## src/verilog/egress_q_pkg.sv

```systemverilog
// Shared sizes and types for the egress packet queue.
// ptr_t and len_t are sized from the defaults below. Module parameters may
// be smaller powers of two than these defaults but not larger.
// BUFFER_WORDS must be at least 2.

package egress_q_pkg;

    localparam int DATA_WID     = 32;
    localparam int NUM_BUFFERS  = 16;
    localparam int BUFFER_WORDS = 8;
    localparam int PORT_WID     = 3;

    localparam int PTR_WID = $clog2(NUM_BUFFERS);
    localparam int LEN_WID = $clog2(BUFFER_WORDS);

    typedef logic [PTR_WID-1:0] ptr_t;

    // Packet length in words, minus one
    typedef logic [LEN_WID-1:0] len_t;

    typedef struct packed {
        ptr_t                ptr;
        len_t                len;
        logic [PORT_WID-1:0] dest;
    } desc_t;

    typedef enum logic {
        WR_IDLE,
        WR_DATA
    } wr_state_t;

    typedef enum logic [1:0] {
        RD_IDLE,
        RD_DATA,
        RD_FREE
    } rd_state_t;

endpackage
```

## src/verilog/pkt_stream_if.sv

```systemverilog
// One packet stream with a valid/ready handshake.
// A word moves on a clock edge where tvalid and tready are both high.
// The sender keeps tvalid and the payload stable until that transfer.

`timescale 1ns/1ps

interface pkt_stream_if
    import egress_q_pkg::*;
#(
    parameter int DATA_WID = egress_q_pkg::DATA_WID
);

    logic                tvalid;
    logic                tready;
    logic [DATA_WID-1:0] tdata;
    logic                tlast;
    logic [PORT_WID-1:0] tdest;

    // Sender side
    modport tx (
        output tvalid, tdata, tlast, tdest,
        input  tready
    );

    // Receiver side
    modport rx (
        input  tvalid, tdata, tlast, tdest,
        output tready
    );

endinterface

```

## src/verilog/egress_q_top.sv

```systemverilog
// Egress packet queue, single port.
// Packets up to BUFFER_WORDS words, stored one per buffer.
// i_enable low routes the input straight to the output.
// o_init_done rises NUM_BUFFERS cycles after the local reset ends.

`timescale 1ns/1ps

module egress_q_top
    import egress_q_pkg::*;
#(
    parameter int DATA_WID     = egress_q_pkg::DATA_WID,
    parameter int NUM_BUFFERS  = egress_q_pkg::NUM_BUFFERS,
    parameter int BUFFER_WORDS = egress_q_pkg::BUFFER_WORDS
) (
    input  logic                clk,
    input  logic                i_rst_n,
    input  logic                i_enable,
    input  logic                i_soft_rst,
    input  logic                i_tvalid,
    output logic                o_tready,
    input  logic [DATA_WID-1:0] i_tdata,
    input  logic                i_tlast,
    input  logic [PORT_WID-1:0] i_tdest,
    output logic                o_tvalid,
    input  logic                i_tready,
    output logic [DATA_WID-1:0] o_tdata,
    output logic                o_tlast,
    output logic [PORT_WID-1:0] o_tdest,
    output logic                o_init_done
);

    localparam int ADDR_WID = $bits(ptr_t) + $clog2(BUFFER_WORDS);

    logic                local_rst, ptr_pop, ptr_empty, ptr_push;
    ptr_t                free_ptr, ret_ptr;
    logic                wr_en;
    logic [ADDR_WID-1:0] wr_addr, rd_addr;
    logic [DATA_WID-1:0] wr_data, rd_data;
    logic                desc_push, desc_pop, desc_empty, desc_full;
    desc_t               desc_in, desc_out;

    pkt_stream_if #(.DATA_WID(DATA_WID)) s_in_if ();
    pkt_stream_if #(.DATA_WID(DATA_WID)) q_in_if ();
    pkt_stream_if #(.DATA_WID(DATA_WID)) q_out_if ();
    pkt_stream_if #(.DATA_WID(DATA_WID)) s_out_if ();

    // --------------------------------------------------
    // Plain ports onto the stream bundles
    // --------------------------------------------------
    assign s_in_if.tvalid  = i_tvalid;
    assign s_in_if.tdata   = i_tdata;
    assign s_in_if.tlast   = i_tlast;
    assign s_in_if.tdest   = i_tdest;
    assign o_tready        = s_in_if.tready;
    assign o_tvalid        = s_out_if.tvalid;
    assign o_tdata         = s_out_if.tdata;
    assign o_tlast         = s_out_if.tlast;
    assign o_tdest         = s_out_if.tdest;
    assign s_out_if.tready = i_tready;

    egress_ctrl u_ctrl (
        .clk, .i_rst_n, .i_soft_rst, .i_enable,
        .o_local_rst (local_rst),
        .s_in (s_in_if), .q_in (q_in_if), .q_out (q_out_if), .s_out (s_out_if)
    );

    buffer_free_list #(.NUM_BUFFERS(NUM_BUFFERS)) u_free (
        .clk, .i_rst (local_rst),
        .i_pop (ptr_pop), .o_ptr (free_ptr), .o_empty (ptr_empty),
        .i_push (ptr_push), .i_ptr (ret_ptr), .o_init_done
    );

    buffer_ram #(
        .DATA_WID(DATA_WID), .NUM_BUFFERS(NUM_BUFFERS), .BUFFER_WORDS(BUFFER_WORDS)
    ) u_ram (
        .clk, .i_wr_en (wr_en), .i_wr_addr (wr_addr), .i_wr_data (wr_data),
        .i_rd_addr (rd_addr), .o_rd_data (rd_data)
    );

    pkt_buffer_writer #(.DATA_WID(DATA_WID), .BUFFER_WORDS(BUFFER_WORDS)) u_wr (
        .clk, .i_rst (local_rst), .i_init_done (o_init_done), .s_in (q_in_if),
        .o_ptr_pop (ptr_pop), .i_ptr (free_ptr), .i_ptr_empty (ptr_empty),
        .o_wr_en (wr_en), .o_wr_addr (wr_addr), .o_wr_data (wr_data),
        .o_desc_push (desc_push), .o_desc (desc_in), .i_desc_full (desc_full)
    );

    desc_fifo #(.DEPTH(NUM_BUFFERS)) u_fifo (
        .clk, .i_rst (local_rst), .i_push (desc_push), .i_desc (desc_in),
        .i_pop (desc_pop), .o_desc (desc_out), .o_empty (desc_empty), .o_full (desc_full)
    );

    pkt_buffer_reader #(.DATA_WID(DATA_WID), .BUFFER_WORDS(BUFFER_WORDS)) u_rd (
        .clk, .i_rst (local_rst),
        .i_desc_empty (desc_empty), .i_desc (desc_out), .o_desc_pop (desc_pop),
        .o_rd_addr (rd_addr), .i_rd_data (rd_data),
        .o_ptr_push (ptr_push), .o_ptr (ret_ptr), .s_out (q_out_if)
    );

endmodule

```

## src/verilog/pkt_buffer_reader.sv

```systemverilog
// Streams stored packets out in descriptor order.
// Reads run ahead into a two-entry holding stage, one word per cycle.
// A buffer returns to the free list only after its last word has left.

`timescale 1ns/1ps

module pkt_buffer_reader
    import egress_q_pkg::*;
#(
    parameter int DATA_WID     = egress_q_pkg::DATA_WID,
    parameter int BUFFER_WORDS = egress_q_pkg::BUFFER_WORDS
) (
    input  logic                                         clk,
    input  logic                                         i_rst,
    input  logic                                         i_desc_empty,
    input  desc_t                                        i_desc,
    output logic                                         o_desc_pop,
    output logic [$bits(ptr_t)+$clog2(BUFFER_WORDS)-1:0] o_rd_addr,
    input  logic [DATA_WID-1:0]                          i_rd_data,
    output logic                                         o_ptr_push,
    output ptr_t                                         o_ptr,
    pkt_stream_if.tx                                     s_out
);

    localparam int OFF_WID = $clog2(BUFFER_WORDS);
    typedef logic [OFF_WID-1:0] off_t;

    rd_state_t           state;
    desc_t               cur_desc;
    off_t                rd_off;
    logic                at_last, rd_issue, rd_pend, pend_last, xfer;
    logic [DATA_WID-1:0] hold_data [2];
    logic                hold_last [2];
    logic                hold_wr, hold_rd;
    logic [1:0]          hold_cnt, occ;

    assign xfer         = s_out.tvalid && s_out.tready;
    assign s_out.tvalid = (hold_cnt != 2'd0);
    assign s_out.tdata  = hold_data[hold_rd];
    assign s_out.tlast  = hold_last[hold_rd];
    assign s_out.tdest  = cur_desc.dest;

    // Words held plus the read still in flight must fit in two entries
    assign occ      = hold_cnt + {1'b0, rd_pend};
    assign at_last  = (rd_off == off_t'(cur_desc.len));
    assign rd_issue = (state == RD_DATA) && ((occ < 2'd2) || xfer);
    assign o_rd_addr = {cur_desc.ptr, rd_off};

    assign o_desc_pop = (state == RD_IDLE) && !i_desc_empty;
    assign o_ptr_push = (state == RD_FREE) && (hold_cnt == 2'd0) && !rd_pend;
    assign o_ptr      = cur_desc.ptr;

    always_ff @(posedge clk) begin
        if (i_rst) begin
            state    <= RD_IDLE;
            rd_pend  <= 1'b0;
            hold_wr  <= 1'b0;
            hold_rd  <= 1'b0;
            hold_cnt <= 2'd0;
        end else begin
            rd_pend  <= rd_issue;
            hold_cnt <= hold_cnt + {1'b0, rd_pend} - {1'b0, xfer};
            if (rd_pend) hold_wr <= ~hold_wr;
            if (xfer)    hold_rd <= ~hold_rd;
            case (state)
                RD_IDLE: if (o_desc_pop) state <= RD_DATA;
                RD_DATA: if (rd_issue && at_last) state <= RD_FREE;
                RD_FREE: if (o_ptr_push) state <= RD_IDLE;
                default: state <= RD_IDLE;
            endcase
        end
    end

    always_ff @(posedge clk) begin
        if (o_desc_pop) begin
            cur_desc <= i_desc;
            rd_off   <= '0;
        end else if (rd_issue) begin
            rd_off <= rd_off + 1'b1;
        end
        pend_last <= at_last;
        if (rd_pend) begin
            hold_data[hold_wr] <= i_rd_data;
            hold_last[hold_wr] <= pend_last;
        end
    end

endmodule

```

## src/verilog/desc_fifo.sv

```systemverilog
// Register FIFO of packet descriptors, first word falls through.
// Pushes while full and pops while empty are ignored.
// DEPTH must be a power of two.

`timescale 1ns/1ps

module desc_fifo
    import egress_q_pkg::*;
#(
    parameter int DEPTH = egress_q_pkg::NUM_BUFFERS
) (
    input  logic  clk,
    input  logic  i_rst,
    input  logic  i_push,
    input  desc_t i_desc,
    input  logic  i_pop,
    output desc_t o_desc,
    output logic  o_empty,
    output logic  o_full
);

    localparam int IDX_WID = $clog2(DEPTH);

    desc_t              mem [DEPTH];
    logic [IDX_WID-1:0] rd_idx;
    logic [IDX_WID-1:0] wr_idx;
    logic [IDX_WID:0]   count;
    logic               do_push;
    logic               do_pop;

    assign do_push = i_push && !o_full;
    assign do_pop  = i_pop && !o_empty;
    assign o_empty = (count == '0);
    assign o_full  = (count == (IDX_WID+1)'(DEPTH));
    assign o_desc  = mem[rd_idx];

    always_ff @(posedge clk) begin
        if (i_rst) begin
            rd_idx <= '0;
            wr_idx <= '0;
            count  <= '0;
        end else begin
            if (do_push) wr_idx <= wr_idx + 1'b1;
            if (do_pop)  rd_idx <= rd_idx + 1'b1;
            count <= count + (IDX_WID+1)'(do_push) - (IDX_WID+1)'(do_pop);
        end
    end

    always_ff @(posedge clk) begin
        if (do_push) mem[wr_idx] <= i_desc;
    end

endmodule

```

## src/verilog/pkt_buffer_writer.sv

```systemverilog
// Writes each input packet into one buffer and emits its descriptor.
// Packets must not exceed BUFFER_WORDS words; longer ones wrap in the buffer.
// The descriptor is pushed one cycle after the last word is written.

`timescale 1ns/1ps

module pkt_buffer_writer
    import egress_q_pkg::*;
#(
    parameter int DATA_WID     = egress_q_pkg::DATA_WID,
    parameter int BUFFER_WORDS = egress_q_pkg::BUFFER_WORDS
) (
    input  logic                                         clk,
    input  logic                                         i_rst,
    input  logic                                         i_init_done,
    pkt_stream_if.rx                                     s_in,
    output logic                                         o_ptr_pop,
    input  ptr_t                                         i_ptr,
    input  logic                                         i_ptr_empty,
    output logic                                         o_wr_en,
    output logic [$bits(ptr_t)+$clog2(BUFFER_WORDS)-1:0] o_wr_addr,
    output logic [DATA_WID-1:0]                          o_wr_data,
    output logic                                         o_desc_push,
    output desc_t                                        o_desc,
    input  logic                                         i_desc_full
);

    localparam int OFF_WID = $clog2(BUFFER_WORDS);
    typedef logic [OFF_WID-1:0] off_t;

    wr_state_t           state;
    ptr_t                cur_ptr;
    off_t                offset;
    logic [PORT_WID-1:0] first_dest;
    logic                xfer;

    // Grab a pointer only once the free list is loaded
    assign o_ptr_pop   = (state == WR_IDLE) && i_init_done && !i_ptr_empty;
    assign s_in.tready = (state == WR_DATA) && !i_desc_full;
    assign xfer        = s_in.tvalid && s_in.tready;

    assign o_wr_en   = xfer;
    assign o_wr_addr = {cur_ptr, offset};
    assign o_wr_data = s_in.tdata;

    always_ff @(posedge clk) begin
        if (i_rst) begin
            state       <= WR_IDLE;
            o_desc_push <= 1'b0;
        end else begin
            o_desc_push <= 1'b0;
            case (state)
                WR_IDLE: begin
                    if (o_ptr_pop) state <= WR_DATA;
                end
                WR_DATA: begin
                    if (xfer && s_in.tlast) begin
                        state       <= WR_IDLE;
                        o_desc_push <= 1'b1;
                    end
                end
                default: state <= WR_IDLE;
            endcase
        end
    end

    // --------------------------------------------------
    // Buffer position and descriptor payload
    // --------------------------------------------------
    always_ff @(posedge clk) begin
        if (o_ptr_pop) begin
            cur_ptr <= i_ptr;
            offset  <= '0;
        end else if (xfer) begin
            offset <= offset + 1'b1;
        end
        if (xfer && offset == '0) first_dest <= s_in.tdest;
        if (xfer && s_in.tlast) begin
            o_desc.ptr  <= cur_ptr;
            o_desc.len  <= len_t'(offset);
            o_desc.dest <= (offset == '0) ? s_in.tdest : first_dest;
        end
    end

endmodule

```

## src/verilog/buffer_ram.sv

```systemverilog
// Simple dual-port word RAM for all packet buffers.
// Address is the buffer pointer followed by the word offset.
// Read data is registered and arrives one cycle after the address.

`timescale 1ns/1ps

module buffer_ram
    import egress_q_pkg::*;
#(
    parameter int DATA_WID     = egress_q_pkg::DATA_WID,
    parameter int NUM_BUFFERS  = egress_q_pkg::NUM_BUFFERS,
    parameter int BUFFER_WORDS = egress_q_pkg::BUFFER_WORDS
) (
    input  logic                                         clk,
    input  logic                                         i_wr_en,
    input  logic [$bits(ptr_t)+$clog2(BUFFER_WORDS)-1:0] i_wr_addr,
    input  logic [DATA_WID-1:0]                          i_wr_data,
    input  logic [$bits(ptr_t)+$clog2(BUFFER_WORDS)-1:0] i_rd_addr,
    output logic [DATA_WID-1:0]                          o_rd_data
);

    logic [DATA_WID-1:0] mem [NUM_BUFFERS*BUFFER_WORDS];

    always_ff @(posedge clk) begin
        if (i_wr_en) mem[i_wr_addr] <= i_wr_data;
        o_rd_data <= mem[i_rd_addr];
    end

endmodule

```

## src/verilog/buffer_free_list.sv

```systemverilog
// Circular FIFO of free buffer pointers.
// After reset it loads pointers 0 to NUM_BUFFERS-1, one per cycle, then
// raises o_init_done. Pops while empty are ignored.

`timescale 1ns/1ps

module buffer_free_list
    import egress_q_pkg::*;
#(
    parameter int NUM_BUFFERS = egress_q_pkg::NUM_BUFFERS
) (
    input  logic clk,
    input  logic i_rst,
    input  logic i_pop,
    output ptr_t o_ptr,
    output logic o_empty,
    input  logic i_push,
    input  ptr_t i_ptr,
    output logic o_init_done
);

    localparam int IDX_WID = $clog2(NUM_BUFFERS);

    ptr_t               mem [NUM_BUFFERS];
    logic [IDX_WID-1:0] rd_idx;
    logic [IDX_WID-1:0] wr_idx;
    logic [IDX_WID:0]   count;
    logic               filling;
    logic               do_push;
    logic               do_pop;

    // During the fill the write index is also the pointer value
    assign filling = !o_init_done;
    assign do_push = filling || i_push;
    assign do_pop  = i_pop && !o_empty;
    assign o_empty = (count == '0);
    assign o_ptr   = mem[rd_idx];

    always_ff @(posedge clk) begin
        if (i_rst) begin
            rd_idx      <= '0;
            wr_idx      <= '0;
            count       <= '0;
            o_init_done <= 1'b0;
        end else begin
            if (do_push) wr_idx <= wr_idx + 1'b1;
            if (do_pop)  rd_idx <= rd_idx + 1'b1;
            count <= count + (IDX_WID+1)'(do_push) - (IDX_WID+1)'(do_pop);
            if (filling && wr_idx == IDX_WID'(NUM_BUFFERS - 1)) o_init_done <= 1'b1;
        end
    end

    always_ff @(posedge clk) begin
        if (do_push) mem[wr_idx] <= filling ? ptr_t'(wr_idx) : i_ptr;
    end

endmodule

```

## src/verilog/egress_ctrl.sv

```systemverilog
// Reset combining and bypass steering.
// The local reset follows i_rst_n or i_soft_rst one cycle later.
// i_enable may only change while no packet is partway through the queue.

`timescale 1ns/1ps

module egress_ctrl (
    input  logic        clk,
    input  logic        i_rst_n,
    input  logic        i_soft_rst,
    input  logic        i_enable,
    output logic        o_local_rst,
    pkt_stream_if.rx    s_in,
    pkt_stream_if.tx    q_in,
    pkt_stream_if.rx    q_out,
    pkt_stream_if.tx    s_out
);

    always_ff @(posedge clk) begin
        o_local_rst <= !i_rst_n || i_soft_rst;
    end

    // --------------------------------------------------
    // Input side, queue or bypass
    // --------------------------------------------------
    assign q_in.tvalid = i_enable && s_in.tvalid;
    assign q_in.tdata  = s_in.tdata;
    assign q_in.tlast  = s_in.tlast;
    assign q_in.tdest  = s_in.tdest;
    assign s_in.tready = i_enable ? q_in.tready : s_out.tready;

    // --------------------------------------------------
    // Output side
    // --------------------------------------------------
    assign s_out.tvalid = i_enable ? q_out.tvalid : s_in.tvalid;
    assign s_out.tdata  = i_enable ? q_out.tdata  : s_in.tdata;
    assign s_out.tlast  = i_enable ? q_out.tlast  : s_in.tlast;
    assign s_out.tdest  = i_enable ? q_out.tdest  : s_in.tdest;
    assign q_out.tready = i_enable && s_out.tready;

endmodule

```

## config.mk

```make
export PLATFORM = sky130hd
export DESIGN_NAME = egress_q_top
export DESIGN_NICKNAME = d
export VERILOG_FILES = /design/src/verilog/egress_q_pkg.sv /design/src/verilog/pkt_stream_if.sv /design/src/verilog/egress_q_top.sv /design/src/verilog/pkt_buffer_reader.sv /design/src/verilog/desc_fifo.sv /design/src/verilog/pkt_buffer_writer.sv /design/src/verilog/buffer_ram.sv /design/src/verilog/buffer_free_list.sv /design/src/verilog/egress_ctrl.sv
export SDC_FILE = /design/constraint.sdc
export NUM_CORES = 2
export LEC_CHECK = 0
export ABC_AREA = 0
export BUFFER_PORTS_ARGS = -buffer_cell sky130_fd_sc_hd__buf_2
export CAP_MARGIN = 20
export CORE_MARGIN = 5
export CORE_UTILIZATION = 35
export CTS_CLUSTER_SIZE = 12
export DETAILED_ROUTE_END_ITERATION = 7
export SLEW_MARGIN = 40
export SYNTH_ARGS = -nofsm -noshare
export SYNTH_HDL_FRONTEND = slang
export SYNTH_MEMORY_MAX_BITS = 65536
export SYNTH_SLANG_ARGS = --single-unit
```

## constraint.sdc

```tcl
create_clock -name clk -period 9.05 [get_ports clk]
set_input_delay 0.4525 -clock clk [delete_from_list [all_inputs] [get_ports clk]]
set_output_delay 0.4525 -clock clk [all_outputs]
set_load 0.02 [all_outputs]
```

==> results_dict.tcl <==
set metrics [dict create \
    num_vias 79400 \
    avgSynthCellArea_um2 25.0 \
    crit_fanout 65 \
    cts_tree "built" \
    period_share_pct 49.2 \
    layout_min_cycle_time_ns 4.46 \
    hold_buffers 21 \
    clk_pin_slew_worst_paths_ns 0.06 \
    coreArea_um2 486000 \
    cts_resized 0 \
    yosys-top-cells-area "edfxtp_1, mux4_2, dfxtp_1, nor2_1, clkbuf_1" \
    tns_ns 0 \
    synth_warnings 0 \
    syn_area_um2 171000 \
    htreeDepth 5 \
    track_usage_pct 18.4 \
    ys_async_sr_fraction_pct 0 \
    p_sw_share_pct 24.9 \
    die_y_um 708 \
    synth_top_area_cell "edfxtp_1" \
    grt_max_degree 129 \
    worst_pin_slew_ns 1.02 \
    ys.flop_type "edfxtp_1" \
    slew-limit-headroom_pct 31.8 \
    yosysMostFrequentCell "edfxtp_1" \
    start_util_pct 35.1 \
    cts_sinks 4490 \
    finalInstanceArea_um2 195000 \
    clk_path_buf_depth 4 \
    dr.first_iter.drc_count 10900 \
    synthesis.nets 6893 \
    grt_pass1_wl_um 649000 \
    synth_xor_area_share_pct 0.123 \
    end_kind "flip-flop" \
    insertion_delay_ns 0.98 \
    cts_setup_buffers 0 \
    cellInternalPower_uw 35600 \
    wire_per_inst_um 33.4 \
    firstDrtPassIters 6 \
    critPathKind "reg2reg" \
    gr-total-overflow 0 \
    ant_nets 0 \
    drv_cap 0 \
    grt_pass1_vias 80800 \
    hp-class "in2reg" \
    final-setup-viol-count 0 \
    syn2layout_area_growth_pct 14.4 \
    yosys.area.top_type_share_pct 77.6 \
    numCtsBuffers 451 \
    dieWidth_um 708 \
    io_pins 81 \
    crit_required_ns 9.88 \
    drc 0 \
    synth-edff-count 4413 \
    rows 256 \
    hold_viol_final 0 \
    gp_congestion 0.788 \
    clockRootBuffer "clkbuf_16" \
    netlist_top_cells_count "edfxtp_1, mux4_2, nor2_1" \
    synth_fa_ha_area_share_pct 0.221 \
    fillers 41700 \
    clkPwrFrac_pct 36.5 \
    synth-seq-cells 4490 \
    drive_gt1_share_pct 33.1 \
    status "finished clean" \
    num-nets-final 7361 \
    antenna_found_initial 42 \
    arrival_ns 5.29 \
    ys_types 40 \
    vias_per_cell 5.63 \
    p_leak_uw 0.0573 \
    syn_inst 6822 \
    die_area_um2 502000 \
    fmax_ghz 0.224 \
    yosysSeqAreaShare_pct 78.5 \
    wl_um 470000 \
    critPathLaunchType "flip-flop" \
    io_buffers 80 \
    combPwrFrac_pct 14.5 \
    peakVddDrop_mv 0.211 \
    synth_compound_gate_area_share_pct 0.218 \
    skew_ns 0.0526 \
    synth_simple_gate_area_share_pct 0.865 \
    dp_hpwl_um 254000 \
    synth_top_family_by_area "multiplexers" \
    p_switching_uw 11800 \
    post_dp_cell_area_um2 181000 \
    powerDensity_nw_per_um2 243 \
    synth_mux_area_share_pct 19.1 \
    finalMaxSlewViolations 0 \
    p_seq_share_pct 49.0 \
    rsz0062_at_grt "no" \
]
==> final timing paths <==
| kind | start | endpoint | slack (ns) | cells past startpoint |
|---|---|---|---|---|
| worst max-delay path | u_rd.rd_off[0] | u_ram.o_rd_data[3] | 4.59 | 8 |
| worst max register to register | u_rd.rd_off[0] | u_ram.o_rd_data[3] | 4.59 | 8 |
| worst min-delay path | i_tdata[5] | u_ram.mem[0][5] | 0.03 | 1 |
| worst min register to register | u_ram.o_rd_data[5] | u_rd.hold_data[1][5] | 0.42 | 0 |
==> logic make-up (layout without fill, tap and decap cells) <==
logic type,Yosys count,count (layout)
AOI/OAI and AO/OA,67,67
xor gates and xnor gates,24,24
adders and majority gates,29,29
buffers and inverters,391,1191
DFF,4490,4490
muxes,1485,1485
other,0,13
and+or+nand+nor,336,336
==> flip-flops by register name, summed over array words and instances, names as in the netlist, 3 cells and up, named ones only <==
signal,count
u_free.wr_idx,4
u_fifo.count,5
u_free.count,5
u_rd.o_ptr,4
u_wr.first_dest,3
u_rd.s_out.tdest,3
u_free.mem,64
u_rd.rd_off,3
u_fifo.wr_idx,4
u_fifo.mem,160
u_ram.o_rd_data,32
u_fifo.rd_idx,4
u_ram.mem,4096
u_rd.cur_desc,3
u_rd.hold_data,64
u_wr.cur_ptr,4
u_wr.o_desc,10
u_wr.offset,3
u_free.rd_idx,4
==> power groups by stage <==
stage / clock, µW / combinational [µW] / sequential, µW
floorplan: 0 / 3990 / 23500
global placement: 0 / 6890 / 23700
detailed placement: 0 / 6980 / 23700
CTS: 17600 / 7000 / 23200
global route: 18500 / 7190 / 23200
finish: 17300 / 6900 / 23200
==> layout by cell type (no fill, tap or decap), drive strengths merged, types with 2 or more instances in the layout <==
cell and instances:
buf 350, o21a 2, nand4 9, clkbuf 658, mux2 37, mux4 1414
ha 27, nor3 11, or3 3, nand2 35, a21oi 49, dlygate4sd3 23
xor2 9, o21ai 6, nor4b 3, o21bai 2, nor2b 13, a21o 2
and2 11, nor3b 6, dfxtp 77, fa 2, bufinv 7, edfxtp 4413
nand2b 7, nor2 212, nor4 5, mux2i 34, or4 4, diode 13
xnor2 15, nand3 15, inv 46, clkinv 107
==> through the flow <==
step	power, µW	util [%]	cells	setup WS (ns)	hold slack [ns]
2_1_floorplan	27500	-	6822	5.38	0.404
3_3_place_gp	30600	37.2	13200	4.43	0.411
3_5_place_dp	30600	37.3	13300	4.48	0.414
4_1_cts	47800	40.1	14100	4.47	0.0231
5_1_grt	48900	40.2	14100	4.32	0.00489
6_report	47400	40.2	14100	4.59	0.0287
==> cell type report <==
| class | instances | area, µm² | area share, % |
|---|---|---|---|
| well taps | 6450 | 8070 | 4.13 |
| multi-input cells | 1941 | 36100 | 18.5 |
| diodes | 13 | 32.5 | 0.0167 |
| repair buffers | 373 | 3460 | 1.77 |
| clock buffers | 658 | 12500 | 6.40 |
| clock inverters | 127 | 972 | 0.498 |
| inverters | 33 | 124 | 0.0634 |
| flip-flops and latches | 4490 | 134000 | 68.6 |
==> critical path: stages (launching register included) <==
cell     delay [ns]
dfxtp_4        0.63
buf_12         0.30
buf_12         0.38
buf_16         0.45
buf_4          0.61
mux4_2         0.59
mux4_2         0.50
mux4_2         0.50
mux2_2         0.30
==> metal layers <==
metal	global-route usage, %	part of all wire [%]
met1	25.5	39
met2	29.3	48
met3	4.04	10
met4	5.30	3.0
met5	0	0.036
Power figures use the tool's default switching activity.
